## src/include/bus_defines.svh

```systemverilog
// ================================================
// widths, memory depth and latency, AXI response
// and size codes, reset PC and NOP instruction
// ================================================

`ifndef BUS_DEFINES_SVH
`define BUS_DEFINES_SVH

// bus and core widths
`define ADDR_W      32
`define XLEN        32
`define AXI_DATA_W  64

// read memory geometry, 64-bit words
`define MEM_WORDS   256
`define MEM_LATENCY 3

`define PC_RST      32'h0000_0000
// addi x0, x0, 0
`define NOP         32'h0000_0013

`define RESP_OKAY   2'b00
`define RESP_SLVERR 2'b10

`define SIZE_B      3'd0
`define SIZE_H      3'd1
`define SIZE_W      3'd2

`endif

```

## src/bus_pkg.sv

```systemverilog
// ================================================
// read request and response structs, AXI AR and R
// payloads, load command and load word union
// ================================================

`include "bus_defines.svh"

package bus_pkg;

    // requester side
    typedef struct packed {
        logic [`ADDR_W-1:0] addr;
        logic [2:0]         size;
    } read_req_t;

    typedef struct packed {
        logic [`XLEN-1:0] data;
        logic             err;
    } read_rsp_t;

    // ================================================
    // AXI4 read channels
    typedef struct packed {
        logic [`ADDR_W-1:0] addr;
        logic [3:0]         id;
        logic [7:0]         len;
        logic [2:0]         size;
        logic [1:0]         burst;
    } axi_ar_t;

    typedef struct packed {
        logic [`AXI_DATA_W-1:0] data;
        logic [1:0]             resp;
        logic                   last;
        logic [3:0]             id;
    } axi_r_t;

    // ================================================
    // load side
    typedef union packed {
        logic [`XLEN-1:0] raw;
        logic [3:0][7:0]  bytes;
        logic [1:0][15:0] halves;
    } load_word_u;

    typedef struct packed {
        logic [`ADDR_W-1:0] addr;
        logic [2:0]         size;
        logic               sign;
    } load_op_t;

endpackage

```

## src/fetch_unit.sv

```systemverilog
// ================================================
// instruction fetch unit, sequential word reads
// from a start PC, one instruction in flight
// ================================================

`timescale 1ns/10ps

`include "bus_defines.svh"

module fetch_unit import bus_pkg::*; (
    input  logic               clk,
    input  logic               rst,
    input  logic               start,
    input  logic [`ADDR_W-1:0] start_pc,
    input  logic [7:0]         count,
    output read_req_t          req,
    output logic               req_valid,
    input  logic               req_ready,
    input  read_rsp_t          rsp,
    input  logic               rsp_valid,
    output logic               rsp_ready,
    output logic [`XLEN-1:0]   inst,
    output logic [`ADDR_W-1:0] inst_pc,
    output logic               inst_err,
    output logic               inst_valid,
    input  logic               inst_ready
);

    logic [`ADDR_W-1:0] pc;
    logic [7:0]         remain;
    logic               waiting;

    // no new fetch while an instruction is still held
    assign req_valid = (remain != 8'd0) && !waiting && !inst_valid;
    assign req       = '{addr: pc, size: `SIZE_W};
    assign rsp_ready = waiting;

    always_ff @(posedge clk) begin
        if (rst) begin
            pc         <= `PC_RST;
            remain     <= 8'd0;
            waiting    <= 1'b0;
            inst_valid <= 1'b0;
        end else begin
            // start only taken when idle
            if (start && remain == 8'd0 && !waiting) begin
                pc     <= start_pc;
                remain <= count;
            end
            if (req_valid && req_ready) begin
                waiting <= 1'b1;
            end
            if (rsp_valid && rsp_ready) begin
                waiting    <= 1'b0;
                inst_valid <= 1'b1;
                pc         <= pc + 32'd4;
                remain     <= remain - 8'd1;
            end else if (inst_valid && inst_ready) begin
                inst_valid <= 1'b0;
            end
        end
    end

    // instruction and its pc
    always_ff @(posedge clk) begin
        if (rst) begin
            inst <= `NOP;
        end else if (rsp_valid && rsp_ready) begin
            inst <= rsp.data;
        end
    end

    always_ff @(posedge clk) begin
        if (rsp_valid && rsp_ready) begin
            inst_pc  <= pc;
            inst_err <= rsp.err;
        end
    end

endmodule

```

## config.mk

```make
export PLATFORM = sky130hd
export DESIGN_NAME = fetch_unit
export DESIGN_NICKNAME = d
export VERILOG_FILES = /design/src/bus_pkg.sv /design/src/fetch_unit.sv
export VERILOG_INCLUDE_DIRS = /design/src /design/src/include
export SDC_FILE = /design/constraint.sdc
export NUM_CORES = 1
export LEC_CHECK = 0
export BUFFER_PORTS_ARGS = -buffer_cell sky130_fd_sc_hd__clkbuf_2
export CORE_MARGIN = 2
export CORE_UTILIZATION = 35
export DETAILED_ROUTE_END_ITERATION = 12
export PLACE_DENSITY = 0.72
export SYNTH_ARGS = -nofsm -noshare
export SYNTH_HDL_FRONTEND = slang
export SYNTH_SLANG_ARGS = --single-unit
```

## constraint.sdc

```tcl
create_clock -name clk -period 3.5 [get_ports clk]
set_input_delay 0.35 -clock clk [delete_from_list [all_inputs] [get_ports clk]]
set_output_delay 0.35 -clock clk [all_outputs]
set_load 0.05 [all_outputs]
```

==> run_results.csv, run 1 <==
group,metric,value,unit
cts,clock_latency,0.34,ns
cts,clk_pin_slew,0.07,ns
timing,setup_tns,0,ns
placement,place_hpwl,9.06,mm
routing,num_vias,4178,
synth,postSynthCellCount,469,
routing,wl_per_cell,15.5,um
grt,grtUsageTotal,18.2,%
layout,instances_no_fill,806,
grt,grt.overflow.total,0,
timing,fmax,405,MHz
layout,final_util,47.1,%
pwr,leakagePower,0.00230,uW
routing,drt_iter0_markers,188,
critical_path,r2r_setup_slack,1.03,ns
timing,worst_pin_slew,0.756,ns
grt,grt_pass1_wl,19.2,mm
timing,rsz0062_at_grt,"no",
cts,postCtsSetupRepairBufs,0,
routing,routed_wl,12.5,mm
cts,cts_hold_buf,0,
critical_path,end_kind,"flop",
synth,synth_area,0.00440,mm2
cts,htreeDepth,3,
grt,grt_pass1_vias,3944,
layout,syn_to_final_growth,30.1,%
timing,finalCriticalPeriod,2.47,ns
min_path,hold_path.class,"primary input to flop",
synth,synth_seq_cells,107,
cts,cts-root-buf,"clkbuf_16",
placement,finalWeightedCongestion,0.796,
critical_path,crit_fanout,7,
critical_path,rr_worst_depth,6,
timing,holdWs,0.188,ns
run_status,outcome,"completed",
floorplan,core_area,0.0122,mm2
floorplan,core.rowCount,40,
routing,firstDrtPassIters,5,
pwr,power.density,944,mW/mm2
synth,synthDistinctLibCells,50,
cts,clock_path_buffers,2,
grt,antenna_found_initial,0,
critical_path,critPathKind,"flop to flop",
critical_path,r2r_end,"pc[30]",
critical_path,critPathLaunchType,"flop",
floorplan,die_y,116,um
critical_path,worstSetupStartpoint,"pc[2]",
critical_path,crit_end,"pc[30]",
cts,numCtsBuffers,9,
routing,ant_nets,0,
critical_path,r2r_start,"pc[2]",
synth,yosysSeqAreaShare,56.2,%
floorplan,initial_core_util,36.2,%
floorplan,die_x,116,um
layout,regArea,0.00247,mm2
critical_path,arrival,2.73,ns
synth,synth-edff-count,33,
layout,multi_input_area,0.00176,mm2
layout,drive_gt1_share,32.3,%
cts,cts.sinks,107,
synth,yosys_warnings,0,
placement,placedCellCount,790,
floorplan,die-area,0.0135,mm2
synth,syn_avg_cell_area,9.38,um2
timing,setup_viol,0,
layout,n_fill_cell,1162,
placement,io_buffers,178,
timing,fin_crit_sh,70.6,%
pwr,irDropWorstVdd,0.430,mV
cts,cts_resized,0,
timing,finClkSkew,0.00841,ns
synth,synthFlopType,"dfxtp_1",
run,cap_violations,0,
grt,grt_max_degree,48,
routing,via_per_inst,5.18,
timing,max_slew_margin,49.6,%
synth,async_flop_share,0,%
layout,num-nets-final,715,
routing,drcViolationCount,0,
floorplan,io_pins,182,
cts,tritoncts,"done",
timing,drv_slew,0,
layout,antenna_cells,0,
critical_path,cp.required,3.76,ns
timing,hold_violations,0,
report_power, final:
| group | switching, uW | internal (uW) |
|---|---|---|
| logic | 1730 | 600 |
| clock network | 449 | 630 |
| registers | 362 | 1640 |
cells in the mapped netlist, types with 2 or more instances:
master     number  area (um2)
a2111oi_0       2        17.5
a211oi_1        4        30.0
a21oi_1        59         295
a221oi_1        3        26.3
a22oi_1         4        30.0
a2bb2oi_1       4        35.0
a311oi_1        2        17.5
a31oi_1         8        50.1
and3_1          5        31.3
and4_1          4        35.0
buf_1           2        7.51
buf_2           4        20.0
buf_4           5        37.5
clkbuf_1       22        82.6
conb_1          2        7.51
dfxtp_1        74        1480
edfxtp_1       33         991
ha_1            3        37.5
inv_1           6        22.5
mux2_2          2        22.5
nand2_1        96         360
nand2b_1        3        18.8
nand3_1        18        90.1
nand3b_1        3        22.5
nand4_1        19         119
nor2_1         23        86.3
nor3_1          9        45.0
nor4_1          9        56.3
o211ai_1        8        60.1
o21ai_0         4        20.0
o31a_1          2        17.5
or3_1           4        25.0
or4_1           3        22.5
xnor2_1         4        35.0
per-layer routing:
layer  GRT usage [%]  up-vias  wire length [um]  part of all wire, %
met5               0        -                 0                    0
met4            6.51        0               219                  1.8
met3            4.46       18               776                  6.2
met2            30.7      168              6160                   49
met1            22.7     1963              5330                   43
li1                -     2029                 -                    -
registers in the layout, summed over array words and instances (netlist names):
register	count
inst	32
inst_err	1
inst_pc	32
inst_valid	1
pc	32
remain	8
rsp_ready	1
how the worst min path moves through the flow:
stage,start,cells past startpoint,to
2_1_floorplan,rsp[0],0,inst_err
3_3_place_gp,inst[19],2,inst[19]
3_5_place_dp,inst[12],2,inst[12]
4_1_cts,rsp[0],1,inst_err
5_1_grt,rsp[0],1,inst_err
6_report,rsp[0],1,inst_err
critical path: stages (launching register included):
cell and delay (ns):
dfxtp_1 0.44, ha_1 0.23, nand3_1 0.23, nor4_1 0.56, nand4_1 0.24, or4_1 0.51, a31oi_1 0.16
layout by cell type, fill, tap and decap left out, drive strengths merged, types with 3 or more instances in the layout:
cell / count
o21ai: 4
or3: 4
nand2: 96
inv: 8
a2111oi: 3
ha: 3
xnor2: 4
nand3b: 3
dfxtp: 74
or4: 4
a211oi: 4
nor2: 23
nor4: 9
buf: 7
nand2b: 3
conb: 3
a2bb2oi: 4
edfxtp: 33
a221oi: 3
clkbuf: 188
a31oi: 8
nand3: 18
and3: 5
o211ai: 8
and4: 4
a22oi: 4
nand4: 19
nor3: 9
a21oi: 59
metrics by stage:
| step | worst slack [ns] | instance area (um2) | power [uW] |
|---|---|---|---|
| floorplan | 0.451 | 4400 | 3750 |
| global placement | 1.15 | 5410 | 4290 |
| detailed placement | 1.06 | 5410 | 4360 |
| CTS | 1.05 | 5730 | 5440 |
| global route | 0.764 | 5730 | 5710 |
| finish | 1.03 | 5730 | 5410 |
cell type report:
class / instances / area share (%)
Tap cell: 168 / 3.67
Multi-Input combinational cell: 324 / 30.7
Clock buffer: 10 / 4.00
Inverter: 6 / 0.393
Timing Repair Buffer: 185 / 16.5
Clock inverter: 6 / 1.53
Sequential cell: 107 / 43.2
logic make-up after synthesis:
kind of cell,Yosys count,share of synthesized area [%]
adder cells (fa/ha/maj),3,0.853
flip-flops,107,56.2
AND/OR/NAND/NOR,204,22.3
AO/OA/AOI/OAI,106,14.8
multiplexers,3,0.739
buffers and inverters,39,3.87
other,2,0.171
XOR/XNOR,5,0.995
Note: power is estimated with default switching activity, not from simulation.
==> run 2: changes to the inputs <==
- ABC_AREA: not set -> 1
- PLACE_DENSITY: 0.72 -> 0.71
- clock period: 3.5 -> 2.54 ns (I/O delays scaled with it)
==> run_results.csv, run 2 <==
group,metric,value,unit
synth,async_flop_share,0,%
critical_path,cpPeakStageDelay,0.36,ns
pwr,power.density,1220,mW/mm2
grt,grtUsageTotal,18.2,%
cts,htreeDepth,3,
critical_path,critPathLaunchType,"flop",
synth,syn_avg_cell_area,7.70,um2
synth,synth_common_cells,"nand2_1, nor2_1, dfxtp_1",
floorplan,die_y,123,um
placement,finalWeightedCongestion,0.828,
synth,synth_xor_area_share,0.178,%
critical_path,r2r_end,"pc[31]",
routing,routed_wl,13.2,mm
synth,synth_compound_area_share,10.5,%
routing,num_vias,4646,
cts,cts.sinks,107,
layout,drive_gt1_share,28.0,%
floorplan,die-area,0.0150,mm2
floorplan,initial_core_util,35.6,%
placement,io_buffers,178,
floorplan,die_x,123,um
critical_path,critPathKind,"flop to output port",
placement,place_hpwl,9.48,mm
layout,final_util,45.2,%
cts,tritoncts,"done",
cts,clock_latency,0.36,ns
critical_path,r2r_setup_slack,0.69,ns
critical_path,end_kind,"output port",
routing,ant_nets,0,
run,cap_violations,0,
synth,synthAdderAreaFrac,0.763,%
grt,grt_pass1_vias,4358,
placement,placedCellCount,974,
pwr,irDropWorstVdd,0.707,mV
cts,cts_resized,0,
pwr,leakagePower,0.00264,uW
floorplan,core_area,0.0138,mm2
floorplan,core.rowCount,43,
routing,drcViolationCount,0,
timing,holdWs,0.0732,ns
routing,via_per_inst,4.69,
synth,yosys.area.top_type,"dfxtp_1",
timing,fmax,485,MHz
synth,synth_top_family_by_area,"simple AND/OR/NAND/NOR gates",
critical_path,worstSetupStartpoint,"remain[0]",
synth,synth_top_area_share,30.1,%
layout,final_common_cell,"clkbuf_2",
grt,grt.overflow.total,0,
critical_path,cp_cell_sequence,"inv_1 -> ha_1 -> nand3_1 -> nor2_4 -> nor3_1 -> clkbuf_2",
timing,drv_slew,0,
critical_path,rr_worst_depth,10,
synth,synthDistinctLibCells,40,
timing,setup_tns,0,ns
synth,yosysSeqAreaShare,50.2,%
cts,numCtsBuffers,9,
grt,antenna_found_initial,0,
timing,hold_violations,0,
cts,postCtsSetupRepairBufs,0,
synth,synth_area,0.00492,mm2
timing,setup_viol,0,
synth,synth-simple-area-share,31.1,%
critical_path,crit_fanout,4,
critical_path,crit_end,"req_valid",
synth,synth_most_common_cell,"nand2_1",
layout,instances_no_fill,990,
timing,finClkSkew,0.00821,ns
synth,synthFlopType,"dfxtp_1",
min_path,hold_path.class,"primary input to flop",
cts,cts-root-buf,"clkbuf_16",
cts,cts_hold_buf,0,
critical_path,arrival,1.81,ns
synth,ys_top_cells_by_area,"dfxtp_1, edfxtp_1, nand2_1",
synth,synth.area.mux_share,0,%
cts,clk_pin_slew,0.07,ns
critical_path,cp.required,2.29,ns
layout,syn_to_final_growth,26.9,%
layout,n_fill_cell,1398,
timing,rsz0062_at_grt,"no",
layout,reg.largest.list,"inst: 32 flops, inst_pc: 32 flops, pc: 32 flops",
placement,placed_cell_area,0.00594,mm2
run_status,outcome,"completed",
layout,final_cell_mix,"clkbuf_2, nand2_1, nor2_1",
synth,synth-edff-count,33,
routing,firstDrtPassIters,4,
layout,antenna_cells,0,
cts,clock_path_buffers,2,
routing,drt_iter0_markers,275,
layout,num-nets-final,887,
synth,postSynthCellCount,639,
synth,synth_seq_cells,107,
synth,yosys_warnings,0,
layout,stdcell_area,0.00625,mm2
routing,wl_per_cell,13.3,um
critical_path,r2r_start,"remain[0]",
floorplan,io_pins,182,
grt,grt_max_degree,60,
timing,fin_crit_sh,81.1,%
critical_path,slowest_stage,"clkbuf_2",
grt,grt_pass1_wl,21.2,mm
timing,finalCriticalPeriod,2.06,ns
-- run 2: changes by cell type in the layout (fill, tap and decap cells not counted), moves of 18 or more --
| cell | before | now |
|---|---|---|
| nand2_1 | 96 | 150 |
| inv_1 | 5 | 45 |
| nand3_1 | 18 | 69 |
| o21ai_0 | 4 | 39 |
| nand4_1 | 19 | 1 |
| a21oi_1 | 59 | 23 |
| nor2_1 | 23 | 101 |
-- run 2: worst min-delay path by stage --
stage / start / to / slack [ns] / cells past startpoint
after floorplan: rsp[0] / inst_err / 0.35 / 0
after global placement: rsp[0] / inst_err / 0.44 / 1
after detailed placement: rsp[0] / inst_err / 0.44 / 1
after CTS: rsp[0] / inst_err / 0.06 / 1
after global routing: rsp[0] / inst_err / 0.07 / 1
final: rsp[0] / inst_err / 0.07 / 1
-- run 2: power breakdown --
part           leakage (uW)  total (uW)  internal, uW  switching, uW
registers          0.000913        2700          2270            428
clock network      0.000153        1450           818            636
logic               0.00158        3500           875           2620
total               0.00264        7650          3960           3690
-- run 2: metrics by stage --
step / setup slack, ns / total power, uW
3_3_place_gp: 0.744 / 6200
2_1_floorplan: 0.304 / 5460
4_1_cts: 0.477 / 7730
5_1_grt: 0.374 / 8150
6_report: 0.479 / 7650
3_5_place_dp: 0.704 / 6260
-- run 2: cell families after synthesis --
family | Yosys count
DFF | 107
adders and majority gates | 3
other | 2
xor gates and xnor gates | 1
and+or+nand+nor | 355
AOI/OAI and AO/OA | 91
buffers and inverters | 80
-- run 2: layer usage --
layer	up-vias	part of all wire, %	global-route usage, %
met5	-	0	0
met4	0	2.0	7.54
met3	16	8.3	4.93
met2	169	47	30.7
met1	2047	43	21.9
li1	2414	-	-
-- run 2: cell type report --
type	count	area, um2	area share [%]
Clock inverter	4	48.8	0.781
Sequential cell	107	2470	39.6
Timing Repair Buffer	185	956	15.3
Tap cell	180	225	3.60
Inverter	49	186	2.98
Clock buffer	12	256	4.10
Multi-Input combinational cell	453	2100	33.7
-- run 2: worst max-delay path, delay by kind of cell (launching register included) --
family / cells / cell delay (ns)
and+or+nand+nor: 3 / 0.47
buffers and inverters: 2 / 0.44
DFF: 1 / 0.34
adders and majority gates: 1 / 0.20
