$ cat config.mk
export PLATFORM = sky130hd
export DESIGN_NAME = read_arbiter
export DESIGN_NICKNAME = d
export VERILOG_FILES = /design/src/bus_pkg.sv /design/src/read_arbiter.sv
export VERILOG_INCLUDE_DIRS = /design/src /design/src/include
export SDC_FILE = /design/constraint.sdc
export NUM_CORES = 1
export LEC_CHECK = 0
export ABC_AREA = 1
export BUFFER_PORTS_ARGS = -buffer_cell sky130_fd_sc_hd__buf_2
export CORE_AREA = 2 2 106 108
export DETAILED_ROUTE_END_ITERATION = 10
export DIE_AREA = 0 0 108 110
export PLACE_DENSITY = 0.69
export SLEW_MARGIN = 40
export SYNTH_ARGS = -nofsm -noshare
export SYNTH_HDL_FRONTEND = slang
export SYNTH_SLANG_ARGS = --single-unit
export TNS_END_PERCENT = 50
$ cat constraint.sdc
create_clock -name clk -period 4.4 [get_ports clk]
set_input_delay 0.22 -clock clk [delete_from_list [all_inputs] [get_ports clk]]
set_output_delay 0.22 -clock clk [all_outputs]
set_load 0.02 [all_outputs]
$ cat src/include/bus_defines.svh
// ================================================
// widths, memory depth and latency, AXI response
// and size codes, reset PC and NOP instruction
// ================================================

`ifndef BUS_DEFINES_SVH
`define BUS_DEFINES_SVH

// bus and core widths
`define ADDR_W      32
`define XLEN        32
`define AXI_DATA_W  64

// read memory geometry, 64-bit words
`define MEM_WORDS   256
`define MEM_LATENCY 3

`define PC_RST      32'h0000_0000
// addi x0, x0, 0
`define NOP         32'h0000_0013

`define RESP_OKAY   2'b00
`define RESP_SLVERR 2'b10

`define SIZE_B      3'd0
`define SIZE_H      3'd1
`define SIZE_W      3'd2

`endif

$ cat src/bus_pkg.sv
// ================================================
// read request and response structs, AXI AR and R
// payloads, load command and load word union
// ================================================

`include "bus_defines.svh"

package bus_pkg;

    // requester side
    typedef struct packed {
        logic [`ADDR_W-1:0] addr;
        logic [2:0]         size;
    } read_req_t;

    typedef struct packed {
        logic [`XLEN-1:0] data;
        logic             err;
    } read_rsp_t;

    // ================================================
    // AXI4 read channels
    typedef struct packed {
        logic [`ADDR_W-1:0] addr;
        logic [3:0]         id;
        logic [7:0]         len;
        logic [2:0]         size;
        logic [1:0]         burst;
    } axi_ar_t;

    typedef struct packed {
        logic [`AXI_DATA_W-1:0] data;
        logic [1:0]             resp;
        logic                   last;
        logic [3:0]             id;
    } axi_r_t;

    // ================================================
    // load side
    typedef union packed {
        logic [`XLEN-1:0] raw;
        logic [3:0][7:0]  bytes;
        logic [1:0][15:0] halves;
    } load_word_u;

    typedef struct packed {
        logic [`ADDR_W-1:0] addr;
        logic [2:0]         size;
        logic               sign;
    } load_op_t;

endpackage

$ cat src/read_arbiter.sv
// ================================================
// read arbiter, fetch and load requesters onto one
// AXI4 read channel, load has priority
// ================================================

`timescale 1ns/10ps

`include "bus_defines.svh"

module read_arbiter import bus_pkg::*; (
    input  logic      clk,
    input  logic      rst,
    // fetch requester
    input  read_req_t fetch_req,
    input  logic      fetch_req_valid,
    output logic      fetch_req_ready,
    output read_rsp_t fetch_rsp,
    output logic      fetch_rsp_valid,
    input  logic      fetch_rsp_ready,
    // load requester
    input  read_req_t load_req,
    input  logic      load_req_valid,
    output logic      load_req_ready,
    output read_rsp_t load_rsp,
    output logic      load_rsp_valid,
    input  logic      load_rsp_ready,
    // AXI read master
    output axi_ar_t   ar,
    output logic      arvalid,
    input  logic      arready,
    input  axi_r_t    r,
    input  logic      rvalid,
    output logic      rready
);

    localparam logic [1:0] ST_IDLE = 2'd0;
    localparam logic [1:0] ST_ADDR = 2'd1;
    localparam logic [1:0] ST_WAIT = 2'd2;
    localparam logic [1:0] ST_OVER = 2'd3;

    localparam logic [3:0] ARID = 4'd0;

    logic [1:0]         state;
    logic               owner_load;
    logic [`ADDR_W-1:0] ar_addr;
    logic [2:0]         ar_size;
    logic [`XLEN-1:0]   rsp_data;
    logic               rsp_err;
    logic               fetch_hs;
    logic               load_hs;
    logic               owner_done;

    // ================================================
    // handshakes
    assign load_req_ready  = state == ST_IDLE;
    assign fetch_req_ready = state == ST_IDLE && !load_req_valid;

    assign fetch_hs = fetch_req_valid && fetch_req_ready;
    assign load_hs  = load_req_valid && load_req_ready;

    assign fetch_rsp_valid = state == ST_OVER && !owner_load;
    assign load_rsp_valid  = state == ST_OVER && owner_load;

    assign owner_done = (fetch_rsp_valid && fetch_rsp_ready)
                     || (load_rsp_valid && load_rsp_ready);

    assign fetch_rsp = '{data: rsp_data, err: rsp_err};
    assign load_rsp  = '{data: rsp_data, err: rsp_err};

    // single beat, fixed id
    assign arvalid = state == ST_ADDR;
    assign rready  = state == ST_WAIT;
    assign ar      = '{addr: ar_addr, id: ARID, len: 8'd0, size: ar_size, burst: 2'b01};

    // ================================================
    // state machine
    always_ff @(posedge clk) begin
        if (rst) begin
            state      <= ST_IDLE;
            owner_load <= 1'b0;
        end else begin
            case (state)
                ST_IDLE: begin
                    if (fetch_hs || load_hs) begin
                        state      <= ST_ADDR;
                        owner_load <= load_hs;
                    end
                end
                ST_ADDR: begin
                    if (arvalid && arready) begin
                        state <= ST_WAIT;
                    end
                end
                ST_WAIT: begin
                    if (rvalid && rready) begin
                        state <= ST_OVER;
                    end
                end
                default: begin
                    if (owner_done) begin
                        state <= ST_IDLE;
                    end
                end
            endcase
        end
    end

    // request latch
    always_ff @(posedge clk) begin
        if (fetch_hs || load_hs) begin
            ar_addr <= load_hs ? load_req.addr : fetch_req.addr;
            ar_size <= load_hs ? load_req.size : fetch_req.size;
        end
    end

    // upper half holds the odd word
    always_ff @(posedge clk) begin
        if (rvalid && rready) begin
            rsp_data <= ar_addr[2] ? r.data[63:32] : r.data[31:0];
            rsp_err  <= (r.resp != `RESP_OKAY) || (r.id != ARID);
        end
    end

endmodule

==> results.sh, run 1 <==
export IMPL_outcome="finished, final reports clean"
export IMPL_wire_length_of_the_first_global_routing_pass_um=11780
export IMPL_synth_seq_area_share=0.5797
export IMPL_detailed_place_hpwl_um=6802
export IMPL_clk_root_buffer_cell="clkbuf_8"
export IMPL_initial_utilization=0.3389
export IMPL_netlist_area_leader_share=0.5631
export IMPL_detail_route_wl_per_cell_um=13.78
export IMPL_final_max_slew_viol_count=0
export IMPL_synth_area_leaders="edfxtp_1 (56%), mux2_4 (12%), mux2_2 (11%)"
export IMPL_critical_path_reg2reg_endpoint="ar_addr[15]"
export IMPL_crit_arrival_ps=2040
export IMPL_p_per_area_nw_per_um2=503.2
export IMPL_clock_net_sink_count=71
export IMPL_firstDrtPassIters=4
export IMPL_cts_setup_buffers=0
export IMPL_yosysUniqueCellTypes=18
export IMPL_maximum_number_of_pins_on_one_net_before_global_route_repair=38
export IMPL_worst_r2r_setup_slack_ps=2340
export IMPL_path_max_fanout=37
export IMPL_setup_worst_path_end_class="flop"
export IMPL_clkLatencyLatePin_ps=330
export IMPL_die_w_um=108
export IMPL_floorplan_io_pins=270
export IMPL_track_usage=0.1339
export IMPL_leakagePower_nw=2.378
export IMPL_r2r_worst_path_cells=5
export IMPL_max_clock_freq_mhz=484.4
export IMPL_clock_tree_buffer_depth=2
export IMPL_io_buffer_count=254
export IMPL_route_vias_total=2548
export IMPL_layout_setup_ws_ps=2336
export IMPL_number_of_levels_in_the_clock_h_tree=3
export IMPL_worstSetupPathType="reg2reg"
export IMPL_fraction_of_layout_cells_with_a_size_suffix_above_1=0.7106
export IMPL_grt_overflow_total=0
export IMPL_post_synth_cell_area_avg_um2=14.92
export IMPL_syn_cell_area_um2=3626
export IMPL_layout_cells_most_common_list="buf_2 (254), edfxtp_1 (68), mux2_2 (37), mux2_4 (28)"
export IMPL_synth_largest_area_cell="edfxtp_1"
export IMPL_crit_path_start_kind="flop"
export IMPL_fin_nets=621
export IMPL_post_route_drc_count=0
export IMPL_critical_path_reg2reg_startpoint="state[0]"
export IMPL_total_area_of_sequential_cells_um2=2102
export IMPL_drt_initial_drc_count=60
export IMPL_avgViaCountPerCell=4.177
export IMPL_fillCellCount=1006
export IMPL_final_setup_skew_ps=7.343
export IMPL_route_final_wire_length_um=8407
export IMPL_vdd_drop_max_mv=0.2711
export IMPL_place_worst_setup_slack_ps=2325
export IMPL_timing_final_hold_violations=0
export IMPL_floorplan_core_area_um2=10700
export IMPL_timing_max_cap_violations=0
export IMPL_areaGrowthSynthToFinish_pct=34.06
export IMPL_yosys_warnings=0
export IMPL_total_power_w=0.002446
export IMPL_cts_inserted_buffers=9
export IMPL_ctsHoldBuffers=0
export IMPL_die_area_um2=11880
export IMPL_antenna_left=0
export IMPL_setup_tns_ps=0
export IMPL_postSynthCellCount=243
export IMPL_hp_class="in2reg"
export IMPL_vias_in_the_first_global_route=2503
export IMPL_worst_slew_margin_rel=0.5867
export IMPL_ys_seq_elements=71
export IMPL_placementRows=38
export IMPL_timing_critical_path_to="ar_addr[15]"
export IMPL_timing_worst_slew_pin_value_ps=620.0
export IMPL_grt_antenna_before_repair=0
export IMPL_crit_path_start="state[0]"
export IMPL_grt_setup_unrepaired="no"
export IMPL_period_needed_ps=2064
export IMPL_final_common_cell="buf_2"
export IMPL_worst_setup_hold_path_clk_slew_ps=70
export IMPL_gpl_final_weighted_congestion=0.8166
export IMPL_antenna_diode_count=0
export IMPL_period_share=0.4692
export IMPL_cp_required_ps=4380
export IMPL_die_h_um=110
export IMPL_multi_input_combinational_cell_area_um2=1096
export IMPL_setup_viol=0
export IMPL_post_cts_resized=0
export IMPL_tritoncts="done"
==> state kept, by name, summed over array words and instances (netlist names) <==
name        count
state           2
ar_addr        32
rsp_err         1
rsp_data       32
owner_load      1
ar_size         3
==> routing by layer <==
layer	global-route usage	share of wire	up-vias
li1	-	-	1240
met1	0.1399	0.36	1148
met2	0.2421	0.52	153
met3	0.05173	0.10	7
met4	0.05403	0.012	0
met5	0	0	-
==> cells in the mapped netlist <==
master / n
buf_4: 51
a21oi_1: 3
nand3b_1: 1
mux2_1: 2
nor4_1: 1
clkbuf_1: 1
mux2_4: 28
nor2_1: 7
buf_6: 3
nand2_4: 1
inv_1: 14
nand3_1: 3
edfxtp_1: 68
ha_1: 4
mux2_2: 37
conb_1: 2
nand2_1: 14
dfxtp_1: 3
==> area by class of cell <==
cell class	count	share of cell area
timing repair buffer	257	0.2662
sequential	71	0.4324
multi-input combinational	115	0.2255
inverter	14	0.01081
tap	140	0.03604
clock buffer	10	0.02625
clock inverter	3	0.002831
==> worst min path at each step <==
stage / startpoint / endpoint / cells past startpoint
after floorplan: rst / owner_load / 1
after global placement: rst / owner_load / 2
after detailed placement: rst / owner_load / 2
after CTS: rst / owner_load / 2
after global routing: rst / owner_load / 2
final: rst / owner_load / 2
==> where the power goes <==
part | total (W) | internal [W] | switching (W) | leakage (nW)
sequential | 0.00102 | 0.000972 | 0.0000525 | 0.668
clock | 0.000417 | 0.000192 | 0.000226 | 0.0753
combinational | 0.00100 | 0.000405 | 0.000599 | 1.64
total | 0.00245 | 0.00157 | 0.000877 | 2.38
==> per-stage QoR <==
stage / utilization / cell area, um^2 / hold slack [ps] / instances
final: 0.4544 / 4861 / 49.18 / 610
after detailed placement: 0.4412 / 4720 / 399.3 / 597
after CTS: 0.4544 / 4861 / 21.56 / 610
after floorplan: - / 3671 / 289.1 / 255
after global placement: 0.4412 / 4720 / 404.4 / 597
after global routing: 0.4544 / 4861 / 22.79 / 610
==> cell families (layout without fill, tap and decap cells) <==
family | count (synthesis) | after routing | share of synthesized area
buffers and inverters | 69 | 284 | 0.1304
multiplexers | 67 | 67 | 0.2371
flip-flops | 71 | 71 | 0.5797
adder cells (fa/ha/maj) | 4 | 4 | 0.01380
other | 2 | 14 | 0.002071
AO/OA/AOI/OAI | 3 | 3 | 0.004140
AND/OR/NAND/NOR | 27 | 27 | 0.03278
==> critical path, cell delays in order, from the launching register on <==
cell and delay [ps]:
dfxtp_1 350, inv_1 90, ha_1 290, nand2_4 370
nand2_1 160, buf_4 420
Note: power is estimated with default switching activity, not from simulation.
==> run 2, diff against run 1 <==
--- a/config.mk
+++ b/config.mk
@@ -6,12 +6,12 @@
 export SDC_FILE = /design/constraint.sdc
 export NUM_CORES = 1
 export LEC_CHECK = 0
-export ABC_AREA = 1
+export ABC_AREA = 0
 export BUFFER_PORTS_ARGS = -buffer_cell sky130_fd_sc_hd__buf_2
 export CORE_AREA = 2 2 106 108
 export DETAILED_ROUTE_END_ITERATION = 10
 export DIE_AREA = 0 0 108 110
-export PLACE_DENSITY = 0.69
+export PLACE_DENSITY = 0.68
 export SLEW_MARGIN = 40
 export SYNTH_ARGS = -nofsm -noshare
 export SYNTH_HDL_FRONTEND = slang
==> constraint.sdc (replaced) <==
create_clock -name clk -period 2.1 [get_ports clk]
set_input_delay 0.105 -clock clk [delete_from_list [all_inputs] [get_ports clk]]
set_output_delay 0.105 -clock clk [all_outputs]
set_load 0.02 [all_outputs]
==> run 2 against run 1 <==
Power grew 100%. Wire length grew 1.7%. Critical path depth is the same. Clock-buffer cell count is the same. Utilization shrank 0.25 points. Largest power group unchanged. Hold slack lost 15 ps. Combinational power grew 94%.
==> results.sh, run 2 <==
export IMPL_route_final_wire_length_um=8553
export IMPL_p_per_area_nw_per_um2=1030
export IMPL_timing_critical_path_max_delay_family="flip-flops"
export IMPL_yosysUniqueCellTypes=26
export IMPL_initial_utilization=0.3270
export IMPL_die_h_um=110
export IMPL_die_area_um2=11880
export IMPL_timing_final_hold_violations=0
export IMPL_avgViaCountPerCell=4.245
export IMPL_hp_class="in2reg"
export IMPL_setup_viol=0
export IMPL_final_max_slew_viol_count=0
export IMPL_maximum_number_of_pins_on_one_net_before_global_route_repair=37
export IMPL_worstSetupPathType="reg2reg"
export IMPL_clock_tree_buffer_depth=2
export IMPL_synth_top_flop_cell="edfxtp_1"
export IMPL_post_synth_cell_area_avg_um2=15.41
export IMPL_floorplan_io_pins=270
export IMPL_vdd_drop_max_mv=0.5112
export IMPL_r2r_worst_path_cells=5
export IMPL_setup_tns_ps=0
export IMPL_fin_nets=609
export IMPL_track_usage=0.1405
export IMPL_period_needed_ps=1707
export IMPL_clock_net_sink_count=71
export IMPL_crit_path_start_kind="flop"
export IMPL_layout_cells_most_common_list="buf_2 (254), edfxtp_1 (68), mux2_2 (66), conb_1 (14), clkbuf_8 (9)"
export IMPL_grt_setup_unrepaired="no"
export IMPL_total_area_of_sequential_cells_um2=2102
export IMPL_setup_worst_path_end_class="flop"
export IMPL_synth_mux_area_fraction=0.2217
export IMPL_detailed_place_hpwl_um=6726
export IMPL_grt_antenna_before_repair=3
export IMPL_worst_r2r_setup_slack_ps=390
export IMPL_synth_edff_count=68
export IMPL_cts_inserted_buffers=9
export IMPL_cp_num_buf_inv=2
export IMPL_max_clock_freq_mhz=585.8
export IMPL_synth_area_leaders="edfxtp_1 (58%), mux2_2 (21%), buf_4 (10%)"
export IMPL_outcome="finished, final reports clean"
export IMPL_final_setup_skew_ps=12.55
export IMPL_post_cts_resized=0
export IMPL_cp_required_ps=2200
export IMPL_placementRows=38
export IMPL_post_route_drc_count=0
export IMPL_number_of_levels_in_the_clock_h_tree=3
export IMPL_synth_simple_gate_area_share=0.02754
export IMPL_drt_initial_drc_count=68
export IMPL_die_w_um=108
export IMPL_period_share=0.8129
export IMPL_postSynthCellCount=227
export IMPL_synth_xor_xnor_area_share=0
export IMPL_dominant_combinational_cell_family_by_area_after_synthesis="multiplexers"
export IMPL_critical_path_max_stage_delay_ps=390
export IMPL_top_regs="ar_addr x32, rsp_data x32, ar_size x3"
export IMPL_critical_path_reg2reg_startpoint="state[1]"
export IMPL_fraction_of_layout_cells_with_a_size_suffix_above_1=0.7419
export IMPL_yosys_warnings=0
export IMPL_yosys_area_share_adder=0.01431
export IMPL_cts_setup_buffers=0
export IMPL_netlist_area_leader_share=0.5837
export IMPL_crit_path_start="state[1]"
export IMPL_crit_cells=5
export IMPL_critical_path_reg2reg_endpoint="ar_addr[5]"
export IMPL_worst_setup_hold_path_clk_slew_ps=80
export IMPL_syn_cell_area_um2=3498
export IMPL_gpl_final_weighted_congestion=0.8180
export IMPL_wire_length_of_the_first_global_routing_pass_um=12290
export IMPL_compound_cell_area_share_of_the_yosys_netlist=0.01001
export IMPL_timing_max_cap_violations=0
export IMPL_slowest_stage="dfxtp_1"
export IMPL_synth_largest_area_cell="edfxtp_1"
export IMPL_io_buffer_count=254
export IMPL_route_vias_total=2564
export IMPL_floorplan_core_area_um2=10700
export IMPL_detail_route_wl_per_cell_um=14.16
export IMPL_vias_in_the_first_global_route=2579
export IMPL_antenna_left=0
export IMPL_path_max_fanout=36
export IMPL_timing_critical_path_to="ar_addr[5]"
export IMPL_synth_seq_area_share=0.6009
export IMPL_synth_most_common_cell="edfxtp_1"
export IMPL_firstDrtPassIters=4
export IMPL_async_flop_share=0
export IMPL_ctsHoldBuffers=3
export IMPL_fillCellCount=984
export IMPL_total_power_w=0.004978
export IMPL_critical_path_cell_chain="inv_1 -> ha_1 -> nand2_2 -> buf_12 -> mux2_2"
export IMPL_multi_input_combinational_cell_area_um2=1017
export IMPL_clkLatencyLatePin_ps=340
export IMPL_grt_overflow_total=0
export IMPL_leakagePower_nw=2.210
export IMPL_clk_root_buffer_cell="clkbuf_8"
export IMPL_crit_arrival_ps=1810
export IMPL_ys_seq_elements=71
export IMPL_areaGrowthSynthToFinish_pct=38.20
export IMPL_final_common_cell="buf_2"
export IMPL_tritoncts="done"
export IMPL_synthTopCellsByCount="edfxtp_1 (68), mux2_2 (66), buf_4 (48)"
run 2: cell count changes after synthesis, sizes merged, moves of 3 or more:
cell    change
inv        -11
nand2      -11
nor2        -4
buf         -3
clkbuf      +3
nand3       -3
run 2: worst min-delay path by stage:
stage               cells past startpoint    endpoint  slack [ps]  from
floorplan                               1  owner_load         170   rst
global placement                        2  owner_load         310   rst
detailed placement                      2    state[0]         320   rst
CTS                                     3     rsp_err          10  r[2]
global route                            3     rsp_err          20  r[2]
finish                                  3     rsp_err          30  r[2]
run 2: kinds of logic (layout without fill, tap and decap cells):
logic type | after synthesis | in the layout
muxes | 69 | 69
buffers and inverters | 58 | 280
DFF | 71 | 71
other | 2 | 17
AOI/OAI and AO/OA | 6 | 6
adders and majority gates | 4 | 4
and+or+nand+nor | 17 | 17
run 2: layer usage:
layer | GRT usage | vias up | wire length (um)
li1 | - | 1224 | -
met1 | 0.1449 | 1149 | 3040
met2 | 0.2498 | 171 | 4341
met3 | 0.04527 | 20 | 887
met4 | 0.08425 | 0 | 284
met5 | 0 | - | 0
run 2: stage by stage:
step                hold WS, ps  instance area [um^2]  instances  utilization  setup slack, ps
finish                    34.31                  4835        604       0.4519            392.9
global route              24.27                  4835        604       0.4519            296.1
CTS                       10.28                  4827        601       0.4512            380.0
detailed placement        318.1                  4632        582       0.4330            389.0
global placement          309.4                  4632        582       0.4330            458.3
floorplan                 174.1                  3551        239            -            144.4
run 2: area by class of cell:
type,count,area share
clock buffer,10,0.02640
timing repair buffer,261,0.2805
tap,140,0.03623
clock inverter,6,0.007764
antenna,3,0.001553
inverter,3,0.002329
sequential,71,0.4348
multi-input combinational,110,0.2104
run 2: power breakdown:
part	internal (W)	switching, W
sequential	0.00201	0.0000918
clock	0.000423	0.000519
combinational	0.000811	0.00113
total	0.00324	0.00174
run 2: worst reg2reg max path, delay by kind of cell, from the launching register on:
family / cells / cell delay, ps
adder cells (fa/ha/maj): 1 / 270
buffers and inverters: 2 / 290
flip-flops: 1 / 390
AND/OR/NAND/NOR: 1 / 120
multiplexers: 1 / 400
