===== src/include/bus_defines.svh =====
// ================================================
// widths, memory depth and latency, AXI response
// and size codes, reset PC and NOP instruction
// ================================================

`ifndef BUS_DEFINES_SVH
`define BUS_DEFINES_SVH

// bus and core widths
`define ADDR_W      32
`define XLEN        32
`define AXI_DATA_W  64

// read memory geometry, 64-bit words
`define MEM_WORDS   256
`define MEM_LATENCY 3

`define PC_RST      32'h0000_0000
// addi x0, x0, 0
`define NOP         32'h0000_0013

`define RESP_OKAY   2'b00
`define RESP_SLVERR 2'b10

`define SIZE_B      3'd0
`define SIZE_H      3'd1
`define SIZE_W      3'd2

`endif


===== src/bus_pkg.sv =====
// ================================================
// read request and response structs, AXI AR and R
// payloads, load command and load word union
// ================================================

`include "bus_defines.svh"

package bus_pkg;

    // requester side
    typedef struct packed {
        logic [`ADDR_W-1:0] addr;
        logic [2:0]         size;
    } read_req_t;

    typedef struct packed {
        logic [`XLEN-1:0] data;
        logic             err;
    } read_rsp_t;

    // ================================================
    // AXI4 read channels
    typedef struct packed {
        logic [`ADDR_W-1:0] addr;
        logic [3:0]         id;
        logic [7:0]         len;
        logic [2:0]         size;
        logic [1:0]         burst;
    } axi_ar_t;

    typedef struct packed {
        logic [`AXI_DATA_W-1:0] data;
        logic [1:0]             resp;
        logic                   last;
        logic [3:0]             id;
    } axi_r_t;

    // ================================================
    // load side
    typedef union packed {
        logic [`XLEN-1:0] raw;
        logic [3:0][7:0]  bytes;
        logic [1:0][15:0] halves;
    } load_word_u;

    typedef struct packed {
        logic [`ADDR_W-1:0] addr;
        logic [2:0]         size;
        logic               sign;
    } load_op_t;

endpackage


===== src/load_unit.sv =====
// ================================================
// load unit, single outstanding load with byte,
// halfword and word alignment and sign extension
// ================================================

`timescale 1ns/10ps

`include "bus_defines.svh"

module load_unit import bus_pkg::*; (
    input  logic             clk,
    input  logic             rst,
    input  load_op_t         op,
    input  logic             op_valid,
    output logic             op_ready,
    output read_req_t        req,
    output logic             req_valid,
    input  logic             req_ready,
    input  read_rsp_t        rsp,
    input  logic             rsp_valid,
    output logic             rsp_ready,
    output logic [`XLEN-1:0] data,
    output logic             err,
    output logic             data_valid,
    input  logic             data_ready
);

    load_op_t   op_q;
    logic       req_pend;
    logic       waiting;
    logic       misaligned;
    load_word_u word;
    logic [7:0]  sel_byte;
    logic [15:0] sel_half;
    logic [`XLEN-1:0] ext_data;

    assign op_ready  = !(req_pend || waiting || data_valid);
    assign req_valid = req_pend;
    assign req       = '{addr: op_q.addr, size: op_q.size};
    assign rsp_ready = waiting;

    // unaligned or unsupported size never reaches the bus
    always_comb begin
        case (op.size)
            `SIZE_B: misaligned = 1'b0;
            `SIZE_H: misaligned = op.addr[0];
            `SIZE_W: misaligned = op.addr[1:0] != 2'b00;
            default: misaligned = 1'b1;
        endcase
    end

    // ================================================
    // lane select and extension
    assign word     = rsp.data;
    assign sel_byte = word.bytes[op_q.addr[1:0]];
    assign sel_half = word.halves[op_q.addr[1]];

    always_comb begin
        case (op_q.size)
            `SIZE_B: ext_data = {{24{op_q.sign & sel_byte[7]}}, sel_byte};
            `SIZE_H: ext_data = {{16{op_q.sign & sel_half[15]}}, sel_half};
            default: ext_data = word.raw;
        endcase
    end

    // ================================================
    // control
    always_ff @(posedge clk) begin
        if (rst) begin
            req_pend   <= 1'b0;
            waiting    <= 1'b0;
            data_valid <= 1'b0;
        end else begin
            if (op_valid && op_ready) begin
                req_pend   <= !misaligned;
                data_valid <= misaligned;
            end
            if (req_valid && req_ready) begin
                req_pend <= 1'b0;
                waiting  <= 1'b1;
            end
            if (rsp_valid && rsp_ready) begin
                waiting    <= 1'b0;
                data_valid <= 1'b1;
            end
            if (data_valid && data_ready) begin
                data_valid <= 1'b0;
            end
        end
    end

    always_ff @(posedge clk) begin
        if (op_valid && op_ready) begin
            op_q <= op;
            data <= '0;
            err  <= misaligned;
        end else if (rsp_valid && rsp_ready) begin
            data <= rsp.err ? '0 : ext_data;
            err  <= rsp.err;
        end
    end

endmodule


===== config.mk =====
export PLATFORM = sky130hd
export DESIGN_NAME = load_unit
export DESIGN_NICKNAME = d
export VERILOG_FILES = /design/src/bus_pkg.sv /design/src/load_unit.sv
export VERILOG_INCLUDE_DIRS = /design/src /design/src/include
export SDC_FILE = /design/constraint.sdc
export NUM_CORES = 1
export LEC_CHECK = 0
export ABC_AREA = 1
export BUFFER_PORTS_ARGS = -buffer_cell sky130_fd_sc_hd__buf_2
export CAP_MARGIN = 20
export CORE_MARGIN = 2
export CORE_UTILIZATION = 40
export DETAILED_ROUTE_END_ITERATION = 8
export PLACE_DENSITY = 0.7
export RECOVER_POWER = 25
export SLEW_MARGIN = 20
export SYNTH_ARGS = -nofsm -noshare
export SYNTH_HDL_FRONTEND = slang
export SYNTH_SLANG_ARGS = --single-unit

===== constraint.sdc =====
create_clock -name clk -period 2.59 [get_ports clk]
set_input_delay 0.1295 -clock clk [delete_from_list [all_inputs] [get_ports clk]]
set_output_delay 0.1295 -clock clk [all_outputs]
set_load 0.1 [all_outputs]

==> results.ini, run 1 <==
[logic_synthesis]
synth_cells=401
yosysTopAreaCell=edfxtp_1
seq_area_frac_synth_pct=54.7
syn-num-nets=476
synth_seq_cells=72
synth.distinct_cells=23
syn_area_per_cell_um2=8.26
yosysTopAreaCellShare_pct=33.5
yosys_warnings=0
synthTopCellsByArea=edfxtp_1 34%, dfxtp_1 21%, nand2_1 17%
synth_area_um2=3310

[floorplan]
initial_core_util_pct=40.7
core_um2=8130
die_area_um2=9030
pin_count=147
die_w_um=95.0
die_y_um=95.0
row_count=33

[power]
p_leak_nw=2.21
p_clk_share_pct=29.5
powerDensity_nw_per_um2=686
power.internal_w=0.00190
combinationalPowerShare_pct=27.7
power_switching_w=0.00114
power_frac_seq_pct=42.8
swShare_pct=37.5
vdd_drop_max_mv=0.322

[grt]
grt_pass1_vias=2820
grt_usage_pct=18.7
grt_start_max_net_pins=33
grt_pass1_wl_um=12800
grt_antenna_before_repair=1
grt-ovfl-total=0

[sta]
period_share_pct=68.3
fin_crit_ns=1.77
finClkSkew_ns=0.0142
setup_viol=0
report.final.slew_viol_count=0
tightest_slew_ns=1.18
hold_violations=0
fmaxAchievable_mhz=565
tns_ns=0
relSlewSlack_pct=21.7
rsz0062_at_grt=false

[final_layout]
final_nets=625
area_growth_pct=34.0
antenna_cells=0
layout_common_cells=152 x nand2_1, 137 x buf_2, 52 x nor2_1
final_common_cell=nand2_1
drive_above_1_share_pct=30.1
post-route-util_pct=54.6
nFillCells=780

[detailed_routing]
vias_per_cell=4.44
first_pass_iters=4
vias=2932
antenna_left=0
wirelength_um=8360
drtIter0Drc=169
wl_per_cell_um=12.7
route.detailed.drc=0

[clock_tree]
cts.sinks=72
clock_latency_ns=0.35
cts_buffers=9
root_buffer=clkbuf_8
htreeDepth=3
cts_tree=yes
path_clk_slew_ns=0.08
clock_path_buffers=2

[placed_design]
hpwl_um=6040
io_buffers=146
place.gp.congestion=0.953

[worst_setup_path]
critical_path_required_ns=2.68
path_class=reg -> reg
cp.arrival_ns=1.86
critPathCaptureType=register
worstPathMaxFanout=27
startpoint_type=register

[status]
status=finished, final reports clean

[run]
cap_violations=0

[worst_hold_path]
hp-class=in -> reg

==> sequential cells by signal (all words and copies together) (netlist names) <==
signal / cells
req_valid: 1
data: 32
err: 1
op_q: 1
rsp_ready: 1
req: 35
data_valid: 1
==> stage by stage <==
stage               power [W]  worst slack, ns  std cells  area, µm²  hold WS [ns]
detailed placement    0.00213            0.828        607       3880         0.306
floorplan             0.00203          0.00249        401       3320         0.201
finish                0.00304            0.821        660       4440        0.0269
global placement      0.00213            0.865        607       3880         0.307
CTS                   0.00308            0.818        660       4450        0.0148
global route          0.00317            0.634        660       4440        0.0236
==> area by class of cell <==
class                   instances  area (µm²)  share of cell area (%)
clock buffers                   9         124                    2.79
clock inverters                 7        76.3                    1.72
inverters                      28         109                    2.45
multi-input cells             252        1060                    23.9
flip-flops and latches         72        1810                    40.9
well taps                     105         131                    2.96
repair buffers                187        1120                    25.3
==> cell usage after synthesis <==
library cell and number:
a21oi_1 12, buf_2 6, nand3_2 2, o211ai_1 4, inv_2 1, or2_0 1
edfxtp_1 37, nor2_1 52, nor2_4 1, buf_4 36, buf_1 2, nand2_1 152
nor2_2 1, a211oi_1 1, buf_6 1, o21ai_0 13, nand4_4 1, inv_1 27
nand3b_1 1, clkbuf_1 4, nand3_1 10, dfxtp_1 35, nand2_4 1
==> power groups by stage <==
| stage | Sequential [W] | Clock [W] | Combinational, W |
|---|---|---|---|
| 2_1_floorplan | 0.00144 | 0 | 0.000595 |
| 3_3_place_gp | 0.00133 | 0 | 0.000799 |
| 3_5_place_dp | 0.00133 | 0 | 0.000803 |
| 4_1_cts | 0.00130 | 0.000925 | 0.000848 |
| 5_1_grt | 0.00131 | 0.000973 | 0.000888 |
| 6_report | 0.00130 | 0.000898 | 0.000843 |
==> cell families after synthesis <==
group	share of synthesized area, %
AO/OA/AOI/OAI	4.91
buffers and inverters	13.3
flip-flops	54.7
AND/OR/NAND/NOR	27.2
==> routing by layer <==
metal | vias up | global-route usage, % | share of wire (%)
met5 | - | 0 | 0
met4 | 0 | 9.18 | 2.4
met3 | 14 | 4.82 | 5.8
met2 | 101 | 32.1 | 50
met1 | 1296 | 21.8 | 42
li1 | 1521 | - | -
==> what timing repair did <==
item,in CTS,in global routing
buffers inserted,0,0
hold endpoints to repair,37,0
resized for setup,0,0
hold buffers,37,0
==> critical path: stages, from the launching register on <==
cell and delay (ns):
dfxtp_1 0.36, inv_1 0.07, nand3_1 0.06, inv_1 0.05, nand2_1 0.13, clkinvlp_4 0.47
buf_4 0.38
==> path summary, 6_finish.rpt <==
check	startpoint	end	slack [ns]	cells after the start
max	rsp_ready	req[33]	0.82	6
min	data_ready	data_valid	0.03	4
min reg2reg	data[11]	data[11]	0.45	2
max reg2reg	rsp_ready	req[33]	0.82	6
Note: power is estimated with default switching activity, not from simulation.
==> run 2: changes to the inputs <==
Settings changed: ABC_AREA 1 to 0, PLACE_DENSITY 0.7 to 0.72.
Clock period 2.59 ns to 1.72 ns, I/O delays scaled along.
==> run 2 against run 1 <==
Effect of this change: fmax increased by 9.7%; hold slack got worse by 0.0061 ns; global-route usage up 1.3 points; total power grew 51%; count of clock-buffer cells in the layout unchanged; clock skew down 0.0093 ns; cell count fell by 21%; clock power grew 64%; routed wire length up 2.0%.
==> results.ini, run 2 <==
[worst_hold_path]
hp-start=req_ready
hp-class=in -> reg
hold_end=req_valid
min_delay_path_depth=3  ; -1

[floorplan]
row_count=31  ; -6.1%
die_y_um=91.7  ; -3.4%
die_area_um2=8420  ; -6.8%
initial_core_util_pct=41.8  ; +1.1 points
die_w_um=91.7  ; -3.4%
pin_count=147  ; unchanged
core_um2=7370  ; -9.4%

[detailed_routing]
first_pass_iters=4  ; unchanged
wl_per_cell_um=16.3  ; +28%
wirelength_um=8530  ; +2.0%
vias_per_cell=4.99  ; +12%
vias=2614  ; -11%
drtIter0Drc=130  ; -23%
route.detailed.drc=0  ; unchanged
antenna_left=0  ; unchanged

[logic_synthesis]
yosysTopAreaCell=edfxtp_1
syn-num-nets=321  ; -33%
synthTopCellsByArea=edfxtp_1 36%, dfxtp_1 23%, buf_4 8.5%
synth_async_sr_flop_share_pct=0  ; unchanged
synth_cells=246  ; -39%
ys_top_cells_by_count=37 x edfxtp_1, 35 x buf_4, 35 x dfxtp_1
yosys_warnings=0  ; unchanged
synth_seq_cells=72  ; unchanged
seq_area_frac_synth_pct=58.8  ; +4.2 points
yosysTopAreaCellShare_pct=36.1  ; +2.5 points
yosysMostFrequentCell=edfxtp_1
synth.distinct_cells=38  ; +65%
synth_edf_count=37  ; unchanged
yosys_most_used_dff=edfxtp_1
syn_area_per_cell_um2=12.5  ; +51%
synth_area_um2=3080  ; -7.1%

[power]
powerDensity_nw_per_um2=1020  ; +49%
vdd_drop_max_mv=0.578  ; +80%
p_leak_nw=1.95  ; -12%

[final_layout]
drive_above_1_share_pct=46.4  ; +16 points
layout_common_cells=132 x buf_2, 52 x dlygate4sd3_1, 37 x edfxtp_1
area_growth_pct=45.8
antenna_cells=0  ; unchanged
largest_register_ffs=35  ; unchanged
final_common_cell=buf_2
final_nets=495  ; -21%

[sta]
relSlewSlack_pct=54.5  ; +33 points
rsz0062_at_grt=false
finClkSkew_ns=0.00496  ; -0.00926 ns
period_share_pct=93.8  ; +25 points
report.final.slew_viol_count=0  ; unchanged
tns_ns=0  ; unchanged
postLayoutSetupSlackWorst_ns=0.107  ; -0.714 ns
fin_crit_ns=1.61  ; -0.156 ns
tightest_slew_ns=0.682  ; -0.498 ns
hold_violations=0  ; unchanged
setup_viol=0  ; unchanged
fmaxAchievable_mhz=620  ; +9.7%

[clock_tree]
cts_tree=yes
cts.sinks=72  ; unchanged
clock_latency_ns=0.34  ; about the same
clock_path_buffers=2  ; unchanged
path_clk_slew_ns=0.08  ; about the same
htreeDepth=3  ; unchanged
cts_buffers=9  ; unchanged
root_buffer=clkbuf_8

[grt]
grt_usage_pct=20.0  ; +1.3 points
grt_start_max_net_pins=40  ; +21%
grt_pass1_vias=2577  ; -8.6%
grt_antenna_before_repair=0  ; -1
grt-ovfl-total=0  ; unchanged
grt_pass1_wl_um=13100  ; +2.4%

[worst_setup_path]
reg2reg_slack_ns=0.11  ; -0.71 ns
rr_startpoint=req[4]
worstPathMaxFanout=8  ; -70%
startpoint_type=register
critical_path_required_ns=1.96  ; -0.72 ns
r2r_cells=4  ; -2
cp.arrival_ns=1.85  ; about the same
worst_r2r_endpoint=data[15]
critPathCaptureType=register
path_class=reg -> reg

[placed_design]
place.gp.congestion=0.899  ; -5.7%
io_buffers=146  ; unchanged
hpwl_um=5690  ; -5.8%
place_ws_ns=0.0591  ; -0.769 ns

[run]
cap_violations=0  ; unchanged

[status]
status=finished, final reports clean

-- run 2: cell families after synthesis --
family                 after synthesis  share of synthesized area [%]
AND/OR/NAND/NOR                     44                           7.76
flip-flops                          72                           58.8
AO/OA/AOI/OAI                       70                           18.0
multiplexers                        11                           4.06
buffers and inverters               49                           11.3
-- run 2: cell type report --
type,instances,area (µm²)
clock buffers,9,124
clock inverters,7,95.1
fillers,614,2880
inverters,3,11.3
multi-input cells,126,951
flip-flops and latches,72,1820
well taps,99,124
repair buffers,208,1360
-- run 2: stage by stage --
step	power (W)	hold WS, ns	std cells	instance area, µm²	utilization (%)
global route	0.00474	0.0132	524	4490	60.9
global placement	0.00303	0.262	455	3740	50.7
floorplan	0.00288	0.148	246	3110	-
finish	0.00459	0.0208	524	4490	60.9
CTS	0.00459	0.00609	523	4480	60.7
detailed placement	0.00304	0.264	455	3740	50.7
-- run 2: layer usage --
layer	vias to the layer above	wire, µm	GRT usage, %
met5	-	0	0
met4	0	301	11.7
met3	26	535	4.03
met2	129	4200	32.2
met1	1212	3490	25.0
li1	1247	-	-
-- run 2: report_power, final --
part | total, W | internal (W) | leakage [nW] | switching (W)
logic | 0.00117 | 0.000296 | 1.20 | 0.000874
clock network | 0.00147 | 0.000817 | 0.106 | 0.000657
registers | 0.00194 | 0.00191 | 0.639 | 0.0000365
-- run 2: worst max path at each step --
stage / start / slack [ns] / endpoint / cells after the start
floorplan: data_valid / -0.84 / data[28] / 5
global placement: rsp_ready / 0.12 / data[5] / 5
detailed placement: rsp_ready / 0.06 / data[6] / 5
CTS: rsp_ready / 0.03 / data[6] / 5
global route: req[4] / 0.009 / data[15] / 4
finish: req[4] / 0.11 / data[15] / 4
-- run 2: worst max-delay path, cell delays in order, from the launching register on --
cell and delay [ns]:
edfxtp_1 0.45, mux4_2 0.56, a31o_4 0.30, a21oi_1 0.13
o2bb2ai_1 0.07
-- run 2: what timing repair did --
| action | 4_1_cts | 5_1_grt |
|---|---|---|
| gates resized for setup | 0 | 1 |
| endpoints found under the setup margin | 0 | 10 |
| hold buffers | 52 | 0 |
| hold endpoints to repair | 53 | 0 |
| buffers inserted | 0 | 0 |
==> run 3: changes to the inputs <==
Settings changed: SLEW_MARGIN 20 to default.
Clock period 1.72 ns to 1.9 ns, I/O delays scaled along.
==> run 3 against run 2 <==
Effect of this change: largest power group unchanged; first-iteration DRC count grew 15%; utilization is 2.0 points lower; critical path depth unchanged; fmax down 4.8%; register-to-register slack improved by 0.098 ns; die area did not move.
==> results.ini, run 3 (synthesis results as in run 2) <==
[status]
status=finished, final reports clean

[floorplan]
initial_core_util_pct=41.8  ; unchanged
die_w_um=91.7  ; unchanged
die_y_um=91.7  ; unchanged
die_area_um2=8420  ; unchanged
pin_count=147  ; unchanged
core_um2=7370  ; unchanged
row_count=31  ; unchanged

[power]
p_leak_nw=1.87  ; -3.9%
powerDensity_nw_per_um2=916  ; -10%
vdd_drop_max_mv=0.559  ; -3.2%
total_power_w=0.00398  ; -13%

[worst_setup_path]
path_buf_inv=0  ; unchanged
cp.arrival_ns=1.93  ; +0.08 ns
worst_r2r_endpoint=data[14]
crit_cells=4  ; unchanged
startpoint_type=register
critPathCaptureType=register
path_delay_family=multiplexers
critical_path_required_ns=2.14  ; +0.18 ns
path_class=reg -> reg
r2r_cells=4  ; unchanged
reg2reg_slack_ns=0.21  ; +0.10 ns
rr_startpoint=req[4]
slowest_delay_ns=0.56  ; about the same
cp_cell_sequence=mux4_2 -> a31o_2 -> nor2_1 -> o2bb2ai_1
cpMaxStageDelayCell=mux4_2
worstPathMaxFanout=8  ; unchanged

[clock_tree]
root_buffer=clkbuf_8
cts_tree=yes
cts_buffers=9  ; unchanged
htreeDepth=3  ; unchanged
clock_path_buffers=2  ; unchanged
cts_setup_buffers=0  ; unchanged
clock_latency_ns=0.34  ; about the same
path_clk_slew_ns=0.08  ; about the same
cts.sinks=72  ; unchanged

[final_layout]
largest_register_ffs=35  ; unchanged
area_growth_pct=40.9
final_nets=486  ; -1.8%
stdcell_area_um2=4340  ; -3.3%
antenna_cells=0  ; unchanged
final_common_cell=buf_2
drive_above_1_share_pct=44.5  ; -1.9 points
nFillCells=655  ; +6.7%
layout_common_cells=132 x buf_2, 45 x dlygate4sd3_1, 37 x edfxtp_1
final_cells=515  ; -1.7%

[sta]
report.final.slew_viol_count=0  ; unchanged
fin_crit_ns=1.69  ; +0.0816 ns
rsz0062_at_grt=false
setup_viol=0  ; unchanged
period_share_pct=89.2  ; -4.6 points
finClkSkew_ns=0.0107  ; +0.00578 ns
relSlewSlack_pct=20.4  ; -34 points
tightest_slew_ns=1.20  ; +0.517 ns
postLayoutSetupSlackWorst_ns=0.205  ; +0.0984 ns
fmaxAchievable_mhz=590  ; -4.8%
hold_violations=0  ; unchanged

[detailed_routing]
wirelength_um=8200  ; -3.9%
drtIter0Drc=150  ; +15%
route.detailed.drc=0  ; unchanged
antenna_left=0  ; unchanged
first_pass_iters=4  ; unchanged
wl_per_cell_um=15.9  ; -2.2%
vias_per_cell=4.96  ; -0.67%
vias=2552  ; -2.4%

[placed_design]
place_ws_ns=0.217  ; +0.158 ns
io_buffers=146  ; unchanged
placed_cell_area_um2=3710  ; -0.60%
dp_cells=454  ; -0.22%
hpwl_um=5560  ; -2.4%
place.gp.congestion=0.902  ; +0.38%

[grt]
grt_pass1_wl_um=12700  ; -2.8%
grt_start_max_net_pins=40  ; unchanged
grt_antenna_before_repair=0  ; unchanged
grt_usage_pct=19.3  ; -0.71 points
grt-ovfl-total=0  ; unchanged
grt_pass1_vias=2546  ; -1.2%

[worst_hold_path]
hold_end=data[24]
hp-start=rsp[25]
hp-class=in -> reg
min_delay_path_depth=2  ; -1

[run]
cap_violations=0  ; unchanged

-- run 3: timing repair --
item | CTS | global route
resized for setup | 0 | 0
hold buffers | 44 | 1
hold endpoints to repair | 45 | 1
-- run 3: metal layers --
| layer | vias up | part of all wire, % | track usage [%] |
|---|---|---|---|
| met1 | 1204 | 42 | 24.0 |
| met4 | 0 | 2.2 | 9.58 |
| met3 | 17 | 5.6 | 4.35 |
| li1 | 1225 | - | - |
| met2 | 106 | 50 | 31.6 |
| met5 | - | 0 | 0 |
-- run 3: worst max-delay path by stage --
stage	from	endpoint	slack [ns]
2_1_floorplan	data_valid	data[28]	-0.66
3_3_place_gp	req[4]	data[15]	0.26
3_5_place_dp	req[4]	data[15]	0.22
4_1_cts	req[4]	req[4]	0.19
5_1_grt	req[4]	data[15]	0.14
6_report	req[4]	data[14]	0.21
-- run 3: cell type report --
cell class / count / area (µm²) / area share, %
sequential: 72 / 1820 / 41.9
timing repair buffer: 200 / 1260 / 29.0
multi-input combinational: 125 / 933 / 21.5
clock buffer: 9 / 124 / 2.85
tap: 99 / 124 / 2.85
clock inverter: 7 / 71.3 / 1.64
inverter: 3 / 11.3 / 0.260
-- run 3: through the flow --
stage / hold slack [ns] / setup TNS [ns] / util (%)
4_1_cts: 0.000464 / 0 / 59.0
5_1_grt: 0.00213 / 0 / 58.9
3_3_place_gp: 0.272 / 0 / 50.4
3_5_place_dp: 0.273 / 0 / 50.4
6_report: 0.0217 / 0 / 58.9
2_1_floorplan: 0.157 / -30.95 / -
-- run 3: report_power, final --
group / leakage [nW] / total [W] / internal [W] / switching (W)
sequential: 0.638 / 0.00176 / 0.00173 / 0.0000334
clock: 0.0995 / 0.00119 / 0.000607 / 0.000581
combinational: 1.13 / 0.00103 / 0.000252 / 0.000776
total: 1.87 / 0.00398 / 0.00259 / 0.00139
